===== src/design/rv_params.svh =====
`ifndef RV_PARAMS_SVH
`define RV_PARAMS_SVH

// First instruction fetched after reset
`define RV_RESET_PC    32'h0000_0200

// Initial sp, one word below the top of the stack area
`define RV_STACK_INIT  32'h0002_7FFC

// AXI response codes
`define RV_RESP_OKAY   2'b00
`define RV_RESP_SLVERR 2'b10

`endif


===== src/design/rv_pkg.sv =====
package rv_pkg;

	typedef logic [31:0] word_t;    // Data, address or instruction
	typedef logic [4:0]  reg_idx_t; // x0..x31

	typedef enum logic [3:0] {
		ADD, SUB, SLL, SLT, SLTU, XOR, SRL, SRA, OR, AND,
		EQ // Branch equality test
	} alu_op_t;

	typedef enum logic [3:0] {
		ALU_REG,
		ALU_IMM,
		LUI,
		AUIPC,
		JAL,
		JALR,
		BRANCH,
		LOAD,
		STORE,
		SYSTEM, // ECALL and EBREAK
		ILLEGAL
	} op_class_t;

	typedef enum logic [2:0] {
		FETCH_ISSUE, FETCH_READ, EXECUTE, MEM_ISSUE, MEM_WAIT, FINISH, HALT
	} cpu_state_t;

endpackage


===== src/design/rv_decoder.sv =====
`timescale 1ns/1ps

module rv_decoder (
	input  rv_pkg::word_t     i_instr,
	output rv_pkg::reg_idx_t  o_rs1,
	output rv_pkg::reg_idx_t  o_rs2,
	output rv_pkg::reg_idx_t  o_rd,
	output rv_pkg::word_t     o_imm,
	output rv_pkg::op_class_t o_class,
	output rv_pkg::alu_op_t   o_alu_op,
	output logic              o_branch_invert
);
	import rv_pkg::*;

	logic [6:0] opcode;
	logic [2:0] funct3;
	logic [6:0] funct7;
	word_t      imm_i;
	word_t      imm_s;
	word_t      imm_b;
	word_t      imm_u;
	word_t      imm_j;

	assign opcode = i_instr[6:0];
	assign funct3 = i_instr[14:12];
	assign funct7 = i_instr[31:25];

	assign o_rd  = i_instr[11:7];
	assign o_rs1 = i_instr[19:15];
	assign o_rs2 = i_instr[24:20];

	// Sign-extended immediates of each format
	assign imm_i = {{21{i_instr[31]}}, i_instr[30:20]};
	assign imm_s = {{21{i_instr[31]}}, i_instr[30:25], i_instr[11:7]};
	assign imm_b = {{20{i_instr[31]}}, i_instr[7], i_instr[30:25], i_instr[11:8], 1'b0};
	assign imm_u = {i_instr[31:12], 12'b0};
	assign imm_j = {{12{i_instr[31]}}, i_instr[19:12], i_instr[20], i_instr[30:21], 1'b0};

	always_comb begin
		o_class         = ILLEGAL;
		o_alu_op        = ADD; // Address and link arithmetic
		o_branch_invert = 1'b0;
		o_imm           = '0;
		case (opcode)
			7'b0110111: begin
				o_class = LUI;
				o_imm   = imm_u;
			end
			7'b0010111: begin
				o_class = AUIPC;
				o_imm   = imm_u;
			end
			7'b1101111: begin
				o_class = JAL;
				o_imm   = imm_j;
			end
			7'b1100111: begin
				o_imm = imm_i;
				if (funct3 == 3'b000)
					o_class = JALR;
			end
			7'b1100011: begin
				o_class = BRANCH;
				o_imm   = imm_b;
				o_branch_invert = funct3[0]; // BNE, BGE, BGEU
				case (funct3[2:1])
					2'b00: o_alu_op = EQ;
					2'b10: o_alu_op = SLT;
					2'b11: o_alu_op = SLTU;
					default: o_class = ILLEGAL;
				endcase
			end
			7'b0000011: begin
				o_imm = imm_i;
				if (funct3 == 3'b010)
					o_class = LOAD; // LW only
			end
			7'b0100011: begin
				o_imm = imm_s;
				if (funct3 == 3'b010)
					o_class = STORE;
			end
			7'b0010011: begin
				o_class = ALU_IMM;
				o_imm   = imm_i;
				case (funct3)
					3'b000: o_alu_op = ADD;
					3'b010: o_alu_op = SLT;
					3'b011: o_alu_op = SLTU;
					3'b100: o_alu_op = XOR;
					3'b110: o_alu_op = OR;
					3'b111: o_alu_op = AND;
					3'b001: begin
						o_alu_op = SLL;
						if (funct7 != 7'h00)
							o_class = ILLEGAL;
					end
					default: begin
						o_alu_op = (funct7 == 7'h20) ? SRA : SRL;
						if (funct7 != 7'h00 && funct7 != 7'h20)
							o_class = ILLEGAL;
					end
				endcase
			end
			7'b0110011: begin
				o_class = ALU_REG;
				case ({funct7, funct3})
					{7'h00, 3'b000}: o_alu_op = ADD;
					{7'h20, 3'b000}: o_alu_op = SUB;
					{7'h00, 3'b001}: o_alu_op = SLL;
					{7'h00, 3'b010}: o_alu_op = SLT;
					{7'h00, 3'b011}: o_alu_op = SLTU;
					{7'h00, 3'b100}: o_alu_op = XOR;
					{7'h00, 3'b101}: o_alu_op = SRL;
					{7'h20, 3'b101}: o_alu_op = SRA;
					{7'h00, 3'b110}: o_alu_op = OR;
					{7'h00, 3'b111}: o_alu_op = AND;
					default: o_class = ILLEGAL;
				endcase
			end
			7'b1110011: begin
				// ECALL or EBREAK, nothing else of SYSTEM
				if (i_instr == 32'h0000_0073 || i_instr == 32'h0010_0073)
					o_class = SYSTEM;
			end
			default: o_class = ILLEGAL;
		endcase
	end

endmodule


===== src/design/rv_alu.sv =====
`timescale 1ns/1ps

module rv_alu (
	input  rv_pkg::alu_op_t i_op,
	input  rv_pkg::word_t   i_a,
	input  rv_pkg::word_t   i_b,
	output rv_pkg::word_t   o_result
);
	import rv_pkg::*;

	logic [4:0] shamt;

	assign shamt = i_b[4:0];

	always_comb begin
		case (i_op)
			ADD:  o_result = i_a + i_b;
			SUB:  o_result = i_a - i_b;
			SLL:  o_result = i_a << shamt;
			SRL:  o_result = i_a >> shamt;
			SRA:  o_result = word_t'($signed(i_a) >>> shamt);
			XOR:  o_result = i_a ^ i_b;
			OR:   o_result = i_a | i_b;
			AND:  o_result = i_a & i_b;
			// Compares give 0 or 1
			SLT:  o_result = {31'b0, $signed(i_a) < $signed(i_b)};
			SLTU: o_result = {31'b0, i_a < i_b};
			EQ:   o_result = {31'b0, i_a == i_b};
			default: o_result = '0;
		endcase
	end

endmodule


===== src/design/rv_regfile.sv =====
`timescale 1ns/1ps
`include "rv_params.svh"

module rv_regfile (
	input  logic             i_clock,
	input  logic             i_arst_n,
	input  rv_pkg::reg_idx_t i_rs1_addr,
	input  rv_pkg::reg_idx_t i_rs2_addr,
	output rv_pkg::word_t    o_rs1_data,
	output rv_pkg::word_t    o_rs2_data,
	input  logic             i_we,
	input  rv_pkg::reg_idx_t i_rd_addr,
	input  rv_pkg::word_t    i_rd_data
);
	import rv_pkg::*;

	word_t regs [32];

	always_ff @(posedge i_clock or negedge i_arst_n) begin
		if (!i_arst_n) begin
			for (int i = 0; i < 32; i++)
				regs[i] <= '0;
			regs[2] <= `RV_STACK_INIT; // sp
		end else if (i_we && i_rd_addr != '0) begin
			regs[i_rd_addr] <= i_rd_data;
		end
	end

	// x0 always reads as zero
	assign o_rs1_data = (i_rs1_addr == '0) ? '0 : regs[i_rs1_addr];
	assign o_rs2_data = (i_rs2_addr == '0) ? '0 : regs[i_rs2_addr];

endmodule


===== src/design/rv_control.sv =====
`timescale 1ns/1ps
`include "rv_params.svh"

module rv_control (
	input  logic              i_clock,
	input  logic              i_arst_n,
	output rv_pkg::word_t     o_araddr,
	output logic              o_arvalid,
	input  logic              i_arready,
	input  rv_pkg::word_t     i_rdata,
	input  logic [1:0]        i_rresp,
	input  logic              i_rvalid,
	output logic              o_rready,
	output rv_pkg::word_t     o_awaddr,
	output logic              o_awvalid,
	input  logic              i_awready,
	output rv_pkg::word_t     o_wdata,
	output logic              o_wvalid,
	input  logic              i_wready,
	input  logic [1:0]        i_bresp,
	input  logic              i_bvalid,
	output logic              o_bready,
	output rv_pkg::word_t     o_instr,
	input  rv_pkg::reg_idx_t  i_rd,
	input  rv_pkg::word_t     i_imm,
	input  rv_pkg::op_class_t i_class,
	input  rv_pkg::alu_op_t   i_alu_op,
	input  logic              i_branch_invert,
	output rv_pkg::alu_op_t   o_alu_op,
	output rv_pkg::word_t     o_alu_a,
	output rv_pkg::word_t     o_alu_b,
	input  rv_pkg::word_t     i_alu_result,
	input  rv_pkg::word_t     i_rs1_data,
	input  rv_pkg::word_t     i_rs2_data,
	output logic              o_rd_we,
	output rv_pkg::reg_idx_t  o_rd_addr,
	output rv_pkg::word_t     o_rd_data,
	output logic              o_retire_valid,
	output rv_pkg::word_t     o_retire_pc,
	output rv_pkg::reg_idx_t  o_retire_rd,
	output rv_pkg::word_t     o_retire_value,
	output logic              o_halted,
	output logic              o_trap
);
	import rv_pkg::*;

	cpu_state_t state;
	word_t      pc;
	word_t      pc_next;
	word_t      instr;
	reg_idx_t   rd_q;      // Zero when nothing is written
	word_t      result_q;
	word_t      link;
	word_t      target;
	logic       has_rd;
	logic       taken;
	logic       aw_done;
	logic       w_done;

	assign o_instr = instr;
	assign link    = pc + 32'd4;
	assign taken   = i_alu_result[0] ^ i_branch_invert;
	assign aw_done = !o_awvalid || i_awready;
	assign w_done  = !o_wvalid || i_wready;

	always_comb begin
		case (i_class)
			ALU_REG, ALU_IMM, LUI, AUIPC, JAL, JALR, LOAD: has_rd = 1'b1;
			default: has_rd = 1'b0;
		endcase
	end

	// ALU operands, address arithmetic by default
	always_comb begin
		o_alu_a  = i_rs1_data;
		o_alu_b  = i_imm;
		o_alu_op = ADD;
		case (i_class)
			ALU_REG, BRANCH: begin
				o_alu_b  = i_rs2_data;
				o_alu_op = i_alu_op;
			end
			ALU_IMM: o_alu_op = i_alu_op;
			LUI:     o_alu_a  = '0;
			AUIPC:   o_alu_a  = pc;
			default: o_alu_op = ADD;
		endcase
	end

	always_comb begin
		case (i_class)
			JAL:     target = pc + i_imm;
			JALR:    target = {i_alu_result[31:1], 1'b0};
			BRANCH:  target = taken ? pc + i_imm : link;
			default: target = link;
		endcase
	end

	always_ff @(posedge i_clock or negedge i_arst_n) begin
		if (!i_arst_n) begin
			state     <= FETCH_ISSUE;
			pc        <= `RV_RESET_PC;
			pc_next   <= `RV_RESET_PC;
			instr     <= '0;
			rd_q      <= '0;
			result_q  <= '0;
			o_araddr  <= '0;
			o_arvalid <= 1'b0;
			o_rready  <= 1'b0;
			o_awaddr  <= '0;
			o_awvalid <= 1'b0;
			o_wdata   <= '0;
			o_wvalid  <= 1'b0;
			o_bready  <= 1'b0;
			o_halted  <= 1'b0;
			o_trap    <= 1'b0;
		end else begin
			case (state)
				FETCH_ISSUE: begin
					if (!o_arvalid) begin
						o_arvalid <= 1'b1; // First fetch after reset
						o_araddr  <= pc;
					end else if (i_arready) begin
						o_arvalid <= 1'b0;
						o_rready  <= 1'b1;
						state     <= FETCH_READ;
					end
				end
				FETCH_READ: begin
					if (i_rvalid) begin
						o_rready <= 1'b0;
						instr    <= i_rdata;
						if (i_rresp != `RV_RESP_OKAY) begin
							o_trap   <= 1'b1;
							o_halted <= 1'b1;
							state    <= HALT;
						end else begin
							state <= EXECUTE;
						end
					end
				end
				EXECUTE: begin
					pc_next <= target;
					rd_q    <= has_rd ? i_rd : '0;
					if (!has_rd || i_rd == '0)
						result_q <= '0;
					else if (i_class == JAL || i_class == JALR)
						result_q <= link;
					else
						result_q <= i_alu_result;
					case (i_class)
						LOAD: begin
							o_arvalid <= 1'b1;
							o_araddr  <= i_alu_result;
							state     <= MEM_ISSUE;
						end
						STORE: begin
							o_awvalid <= 1'b1; // AW and W raised together
							o_awaddr  <= i_alu_result;
							o_wvalid  <= 1'b1;
							o_wdata   <= i_rs2_data;
							state     <= MEM_ISSUE;
						end
						SYSTEM, ILLEGAL: begin
							o_halted <= 1'b1; // Stop without retiring
							state    <= HALT;
						end
						default: state <= FINISH;
					endcase
				end
				MEM_ISSUE: begin
					if (i_class == LOAD) begin
						if (o_arvalid && i_arready) begin
							o_arvalid <= 1'b0;
							o_rready  <= 1'b1;
							state     <= MEM_WAIT;
						end
					end else begin
						if (i_awready)
							o_awvalid <= 1'b0;
						if (i_wready)
							o_wvalid <= 1'b0;
						if (aw_done && w_done) begin
							o_bready <= 1'b1;
							state    <= MEM_WAIT;
						end
					end
				end
				MEM_WAIT: begin
					if (o_rready && i_rvalid) begin
						o_rready <= 1'b0;
						result_q <= (rd_q != '0) ? i_rdata : '0;
						if (i_rresp != `RV_RESP_OKAY) begin
							o_trap   <= 1'b1;
							o_halted <= 1'b1;
							state    <= HALT;
						end else begin
							state <= FINISH;
						end
					end else if (o_bready && i_bvalid) begin
						o_bready <= 1'b0;
						if (i_bresp != `RV_RESP_OKAY) begin
							o_trap   <= 1'b1;
							o_halted <= 1'b1;
							state    <= HALT;
						end else begin
							state <= FINISH;
						end
					end
				end
				FINISH: begin
					// Next fetch goes out right away
					pc        <= pc_next;
					o_araddr  <= pc_next;
					o_arvalid <= 1'b1;
					state     <= FETCH_ISSUE;
				end
				default: state <= HALT;
			endcase
		end
	end

	// Write back and retire in the same cycle
	assign o_rd_we        = (state == FINISH);
	assign o_rd_addr      = rd_q;
	assign o_rd_data      = result_q;
	assign o_retire_valid = (state == FINISH);
	assign o_retire_pc    = pc;
	assign o_retire_rd    = rd_q;
	assign o_retire_value = result_q;

endmodule


===== src/design/rv_cpu_top.sv =====
`timescale 1ns/1ps

module rv_cpu_top (
	input  logic             i_clock,
	input  logic             i_arst_n,
	output rv_pkg::word_t    o_araddr,
	output logic             o_arvalid,
	input  logic             i_arready,
	input  rv_pkg::word_t    i_rdata,
	input  logic [1:0]       i_rresp,
	input  logic             i_rvalid,
	output logic             o_rready,
	output rv_pkg::word_t    o_awaddr,
	output logic             o_awvalid,
	input  logic             i_awready,
	output rv_pkg::word_t    o_wdata,
	output logic             o_wvalid,
	input  logic             i_wready,
	input  logic [1:0]       i_bresp,
	input  logic             i_bvalid,
	output logic             o_bready,
	output logic             o_retire_valid,
	output rv_pkg::word_t    o_retire_pc,
	output rv_pkg::reg_idx_t o_retire_rd,
	output rv_pkg::word_t    o_retire_value,
	output logic             o_halted,
	output logic             o_trap
);
	import rv_pkg::*;

	word_t     instr;
	reg_idx_t  rs1;
	reg_idx_t  rs2;
	reg_idx_t  rd;
	word_t     imm;
	op_class_t op_class;
	alu_op_t   dec_alu_op;
	logic      branch_invert;
	alu_op_t   alu_op;
	word_t     alu_a;
	word_t     alu_b;
	word_t     alu_result;
	word_t     rs1_data;
	word_t     rs2_data;
	logic      rd_we;
	reg_idx_t  rd_addr;
	word_t     rd_data;

	rv_control u_control (
		.i_clock(i_clock), .i_arst_n(i_arst_n),
		.o_araddr(o_araddr), .o_arvalid(o_arvalid), .i_arready(i_arready),
		.i_rdata(i_rdata), .i_rresp(i_rresp), .i_rvalid(i_rvalid), .o_rready(o_rready),
		.o_awaddr(o_awaddr), .o_awvalid(o_awvalid), .i_awready(i_awready),
		.o_wdata(o_wdata), .o_wvalid(o_wvalid), .i_wready(i_wready),
		.i_bresp(i_bresp), .i_bvalid(i_bvalid), .o_bready(o_bready),
		.o_instr(instr), .i_rd(rd), .i_imm(imm), .i_class(op_class),
		.i_alu_op(dec_alu_op), .i_branch_invert(branch_invert),
		.o_alu_op(alu_op), .o_alu_a(alu_a), .o_alu_b(alu_b), .i_alu_result(alu_result),
		.i_rs1_data(rs1_data), .i_rs2_data(rs2_data),
		.o_rd_we(rd_we), .o_rd_addr(rd_addr), .o_rd_data(rd_data),
		.o_retire_valid(o_retire_valid), .o_retire_pc(o_retire_pc),
		.o_retire_rd(o_retire_rd), .o_retire_value(o_retire_value),
		.o_halted(o_halted), .o_trap(o_trap)
	);

	rv_decoder u_decoder (
		.i_instr(instr), .o_rs1(rs1), .o_rs2(rs2), .o_rd(rd), .o_imm(imm),
		.o_class(op_class), .o_alu_op(dec_alu_op), .o_branch_invert(branch_invert)
	);

	rv_alu u_alu (
		.i_op(alu_op), .i_a(alu_a), .i_b(alu_b), .o_result(alu_result)
	);

	rv_regfile u_regfile (
		.i_clock(i_clock), .i_arst_n(i_arst_n),
		.i_rs1_addr(rs1), .i_rs2_addr(rs2),
		.o_rs1_data(rs1_data), .o_rs2_data(rs2_data),
		.i_we(rd_we), .i_rd_addr(rd_addr), .i_rd_data(rd_data)
	);

endmodule


===== config.mk =====
export PLATFORM = sky130hd
export DESIGN_NAME = rv_cpu_top
export DESIGN_NICKNAME = d
export VERILOG_FILES = /design/src/design/rv_pkg.sv /design/src/design/rv_decoder.sv /design/src/design/rv_alu.sv /design/src/design/rv_regfile.sv /design/src/design/rv_control.sv /design/src/design/rv_cpu_top.sv
export VERILOG_INCLUDE_DIRS = /design/src /design/src/design
export SDC_FILE = /design/constraint.sdc
export NUM_CORES = 2
export LEC_CHECK = 0
export BUFFER_PORTS_ARGS = -buffer_cell sky130_fd_sc_hd__buf_4
export CORE_MARGIN = 2
export CORE_UTILIZATION = 60
export DETAILED_ROUTE_END_ITERATION = 7
export PLACE_DENSITY = 0.77
export SLEW_MARGIN = 5
export SYNTH_ARGS = -nofsm -noshare
export SYNTH_HDL_FRONTEND = slang
export SYNTH_HIERARCHICAL = 1
export SYNTH_SLANG_ARGS = --single-unit

===== constraint.sdc =====
create_clock -name i_clock -period 10 [get_ports i_clock]
set_input_delay 0.5 -clock i_clock [delete_from_list [all_inputs] [get_ports i_clock]]
set_output_delay 0.5 -clock i_clock [all_outputs]
set_load 0.01 [all_outputs]

==> results by group <==
Outcome
  – Status: finished, violations left
  – Failing checks: max-capacitance violations

Power
  – P_int: roughly 8 mW
  – Cell Pwr Density: 123 mW/mm^2
  – Combinational fraction of design power: 1.4%
  – VDD IR max: 0.157 mV
  – Sequential Power Share: slightly below 50%
  – LEAKAGE: 37.5 nW
  – Switching share of total power: 22.3%
  – Clock power share: 49.7%
  – Sw Pwr: 2.32 mW

Synthesis
  – Largest area contributor in the synthesized netlist: dfrtp_1
  – Most area-consuming cells after synthesis: dfrtp_1 40%, mux2_2 17%, mux4_2 12%
  – Syn_area_per_cell: 11.9 um^2
  – Mapped Nets: ~6700
  – Top-count cell post-synth: dfrtp_1
  – Cell area after synthesis: 0.0777 mm^2
  – Post-synth EDFFs: 0
  – Yosys Warn Count: 6
  – Post-synth top area share: about two fifths
  – Ys flop type: dfrtp_1
  – Sequential fraction of the synthesis area: 40.7%
  – Async SR Flop Fraction: between 90% and 100%
  – Yosys cell types: 108
  – Synth cell count leaders: 1247 x dfrtp_1, 1198 x mux2_2, 404 x mux4_2
  – Syn Inst Count: around 6600
  – #FFs+latches synth: 1263

Floorplanning
  – Die extent in y: 364 um
  – Horiz. Die Dim: 364 um
  – Initial Utilization: 60.2%
  – Core Box Area: ~0.13 mm^2
  – IO Count: between 200 and 250
  – Die area: 0.132 mm^2
  – FP Rows: between 100 and 150

Worst setup path
  – Worst Path Arrival: 10290 ps
  – Startpoint Class: flip-flop
  – Critical path's most frequent cell: buf_4
  – Path type of the worst setup path: flip-flop to flip-flop
  – CP Data Required Time: 10700 ps
  – Crit end category: flip-flop
  – Critical Path Slowest Stage Cell: nor4_1
  – Crit-path max FO: 51
  – Slowest Stage Delay on Critical Path: 1030 ps

Global routing
  – Initial antenna violation count: 17
  – Number of global-route vias before repair: 60700
  – First-pass GRT wire length: 431 mm
  – Global route total overflow: 0
  – GRT Resource Usage Total: between 40% and 50%
  – Maximum number of pins on one net before global-route repair: 178

Clock tree
  – Root Driver: clkbuf_16
  – Post CTS Setup Buffer Count: 0
  – Worst-Skew Late Latency: 820 ps
  – Longest Clk Path Bufs: 3
  – Hold-fix buffers at CTS: 29
  – TritonCTS Sinks: 1263
  – H-tree Lvls: 4
  – CTS tree: done
  – CTS clk-pin slew, worst paths: 60 ps
  – CTS Buf Count: 140
  – Post-CTS Resized: 0

STA
  – Setup Skew: 54.7 ps
  – Setup TNS: 0 ps
  – Fin crit share: 95.9%
  – Setup violations, final: 0
  – Final min period: 9590 ps
  – Relative slew slack: 0.795%
  – Slew @ Worst Pin: 1480 ps
  – Fmax: 104 MHz
  – Final max-slew violation count: 0
  – Final hold vios: 0
  – RSZ-0062 raised after global routing: no

Flow run
  – Max-cap check violation count: 1

Routing
  – Vias per inst: 7.44
  – Via count: 61900
  – Antenna viol nets, final: 0
  – Router iterations before antenna repair: 8
  – Drt total wl: 301 mm
  – Drt drc: 0
  – DRT iter0 DRCs: 8438
  – Drt wl/cell: 36.2 um

Final layout
  – Area delta synth->final: 9.72%
  – Layout cells sized above 1: 36.4%
  – Final core occ: roughly two thirds
  – Nets: 6631
  – Final cell count without fillers: 8318
  – Filler cell count in the final layout: 9468

Place
  – Gpl congestion: 1.08
  – I/O Buffers: between 200 and 250
  – Dpl hpwl: 198 mm
  – Dpl cells: 8021

Hold path
  – Worst Hold Class: input port to flip-flop
==> metal layers <==
layer  vias to the layer above  GRT usage [%]  share of wire, %
li1                      24600              -                 -
met1                     31400           57.8                36
met2                      4715           64.3                42
met3                      1154           15.8                13
met4                         8           30.8               7.8
met5                         -          0.182             0.019
==> cell families after synthesis <==
family,count (synthesis),synth area share [%]
muxes,1953,33.6
AOI/OAI and AO/OA,1311,11.8
DFF,1263,40.7
and+or+nand+nor,1014,6.19
buffers and inverters,810,4.74
adders and majority gates,138,2.25
xor gates and xnor gates,61,0.688
==> per-stage QoR <==
stage	setup WS, ps	cell area, um^2	total power [mW]	hold WS [ps]
5_1_grt	373	85200	10.7	29.1
6_report	411	85300	10.4	41.1
2_1_floorplan	2270	77700	5.21	204
3_3_place_gp	1100	80300	5.34	380
3_5_place_dp	1060	80300	5.34	388
4_1_cts	1050	85200	10.5	4.73
==> worst max-delay path, delay by kind of cell, from the launching register on <==
kind                       cells  cell delay (ps)
DFF                            1              430
xor gates and xnor gates       1              240
buffers and inverters          7             2510
adders and majority gates      1              430
and+or+nand+nor                7             2940
AOI/OAI and AO/OA              9             2850
==> power groups by stage <==
stage	registers (mW)	clock network, mW	logic, mW
finish	5.11	5.19	0.142
global route	5.11	5.43	0.161
CTS	5.11	5.21	0.146
detailed placement	5.20	0	0.137
global placement	5.20	0	0.135
floorplan	5.21	0	0.00157
==> final timing paths <==
check | from | to | slack, ps | depth (start not counted)
max in group asynchronous | i_arst_n | u_regfile/regs[626] | 7250 | 4
max reg2reg | u_control/o_instr[17] | u_control/pc_next[9] | 410 | 25
min reg2reg | u_regfile/regs[999] | u_regfile/regs[999] | 400 | 0
min in group asynchronous | i_arst_n | u_control/o_rd_data[20] | 270 | 2
max | u_control/o_instr[17] | u_control/pc_next[9] | 410 | 25
min | i_rdata[15] | u_control/o_instr[15] | 40 | 2
==> final cells by class <==
| class | count | area, um^2 | share of cell area (%) |
|---|---|---|---|
| multi-input combinational | 4477 | 42800 | 50.2 |
| inverter | 126 | 473 | 0.555 |
| clock inverter | 43 | 473 | 0.555 |
| tap | 1742 | 2180 | 2.56 |
| sequential | 1263 | 31700 | 37.1 |
| timing repair buffer | 442 | 3550 | 4.17 |
| clock buffer | 211 | 4100 | 4.81 |
| antenna | 14 | 35.0 | 0.0411 |
==> flip-flops by register name (all words and copies together), names as in the netlist <==
register / count
u_control/o_araddr: 32
u_control/o_awvalid: 1
u_control/o_wvalid: 1
u_regfile/regs: 1024
u_control/o_bready: 1
u_control/o_awaddr: 32
u_control/o_instr: 32
u_control/pc_next: 32
u_control/o_trap: 1
u_control/o_retire_pc: 32
u_control/o_rd_data: 32
u_control/state: 3
u_control/o_arvalid: 1
u_control/o_halted: 1
u_control/o_rready: 1
u_control/o_rd_addr: 5
u_control/o_wdata: 32
==> layout by cell type, fill, tap and decap left out, types with 25 or more instances in the layout <==
| cell | n |
|---|---|
| clkbuf_1 | 41 |
| nor3_1 | 72 |
| a21oi_1 | 266 |
| a21o_1 | 39 |
| dfrtp_1 | 1235 |
| nand3_1 | 65 |
| a211oi_1 | 101 |
| mux2_2 | 1197 |
| dlygate4sd3_1 | 29 |
| mux2i_1 | 351 |
| a221oi_1 | 28 |
| xnor2_1 | 35 |
| a2111oi_0 | 25 |
| a22o_1 | 101 |
| nor2b_1 | 60 |
| nor2_1 | 321 |
| o21ai_0 | 163 |
| mux4_2 | 404 |
| ha_1 | 135 |
| a31oi_1 | 69 |
| clkbuf_8 | 27 |
| xor2_1 | 26 |
| inv_1 | 122 |
| buf_4 | 400 |
| nand2_1 | 244 |
| clkbuf_16 | 143 |
| o211ai_1 | 27 |
| nand2b_1 | 27 |
| o221ai_1 | 40 |
| o22ai_1 | 66 |
| a22oi_1 | 141 |
(Power assumes the default switching activity.)
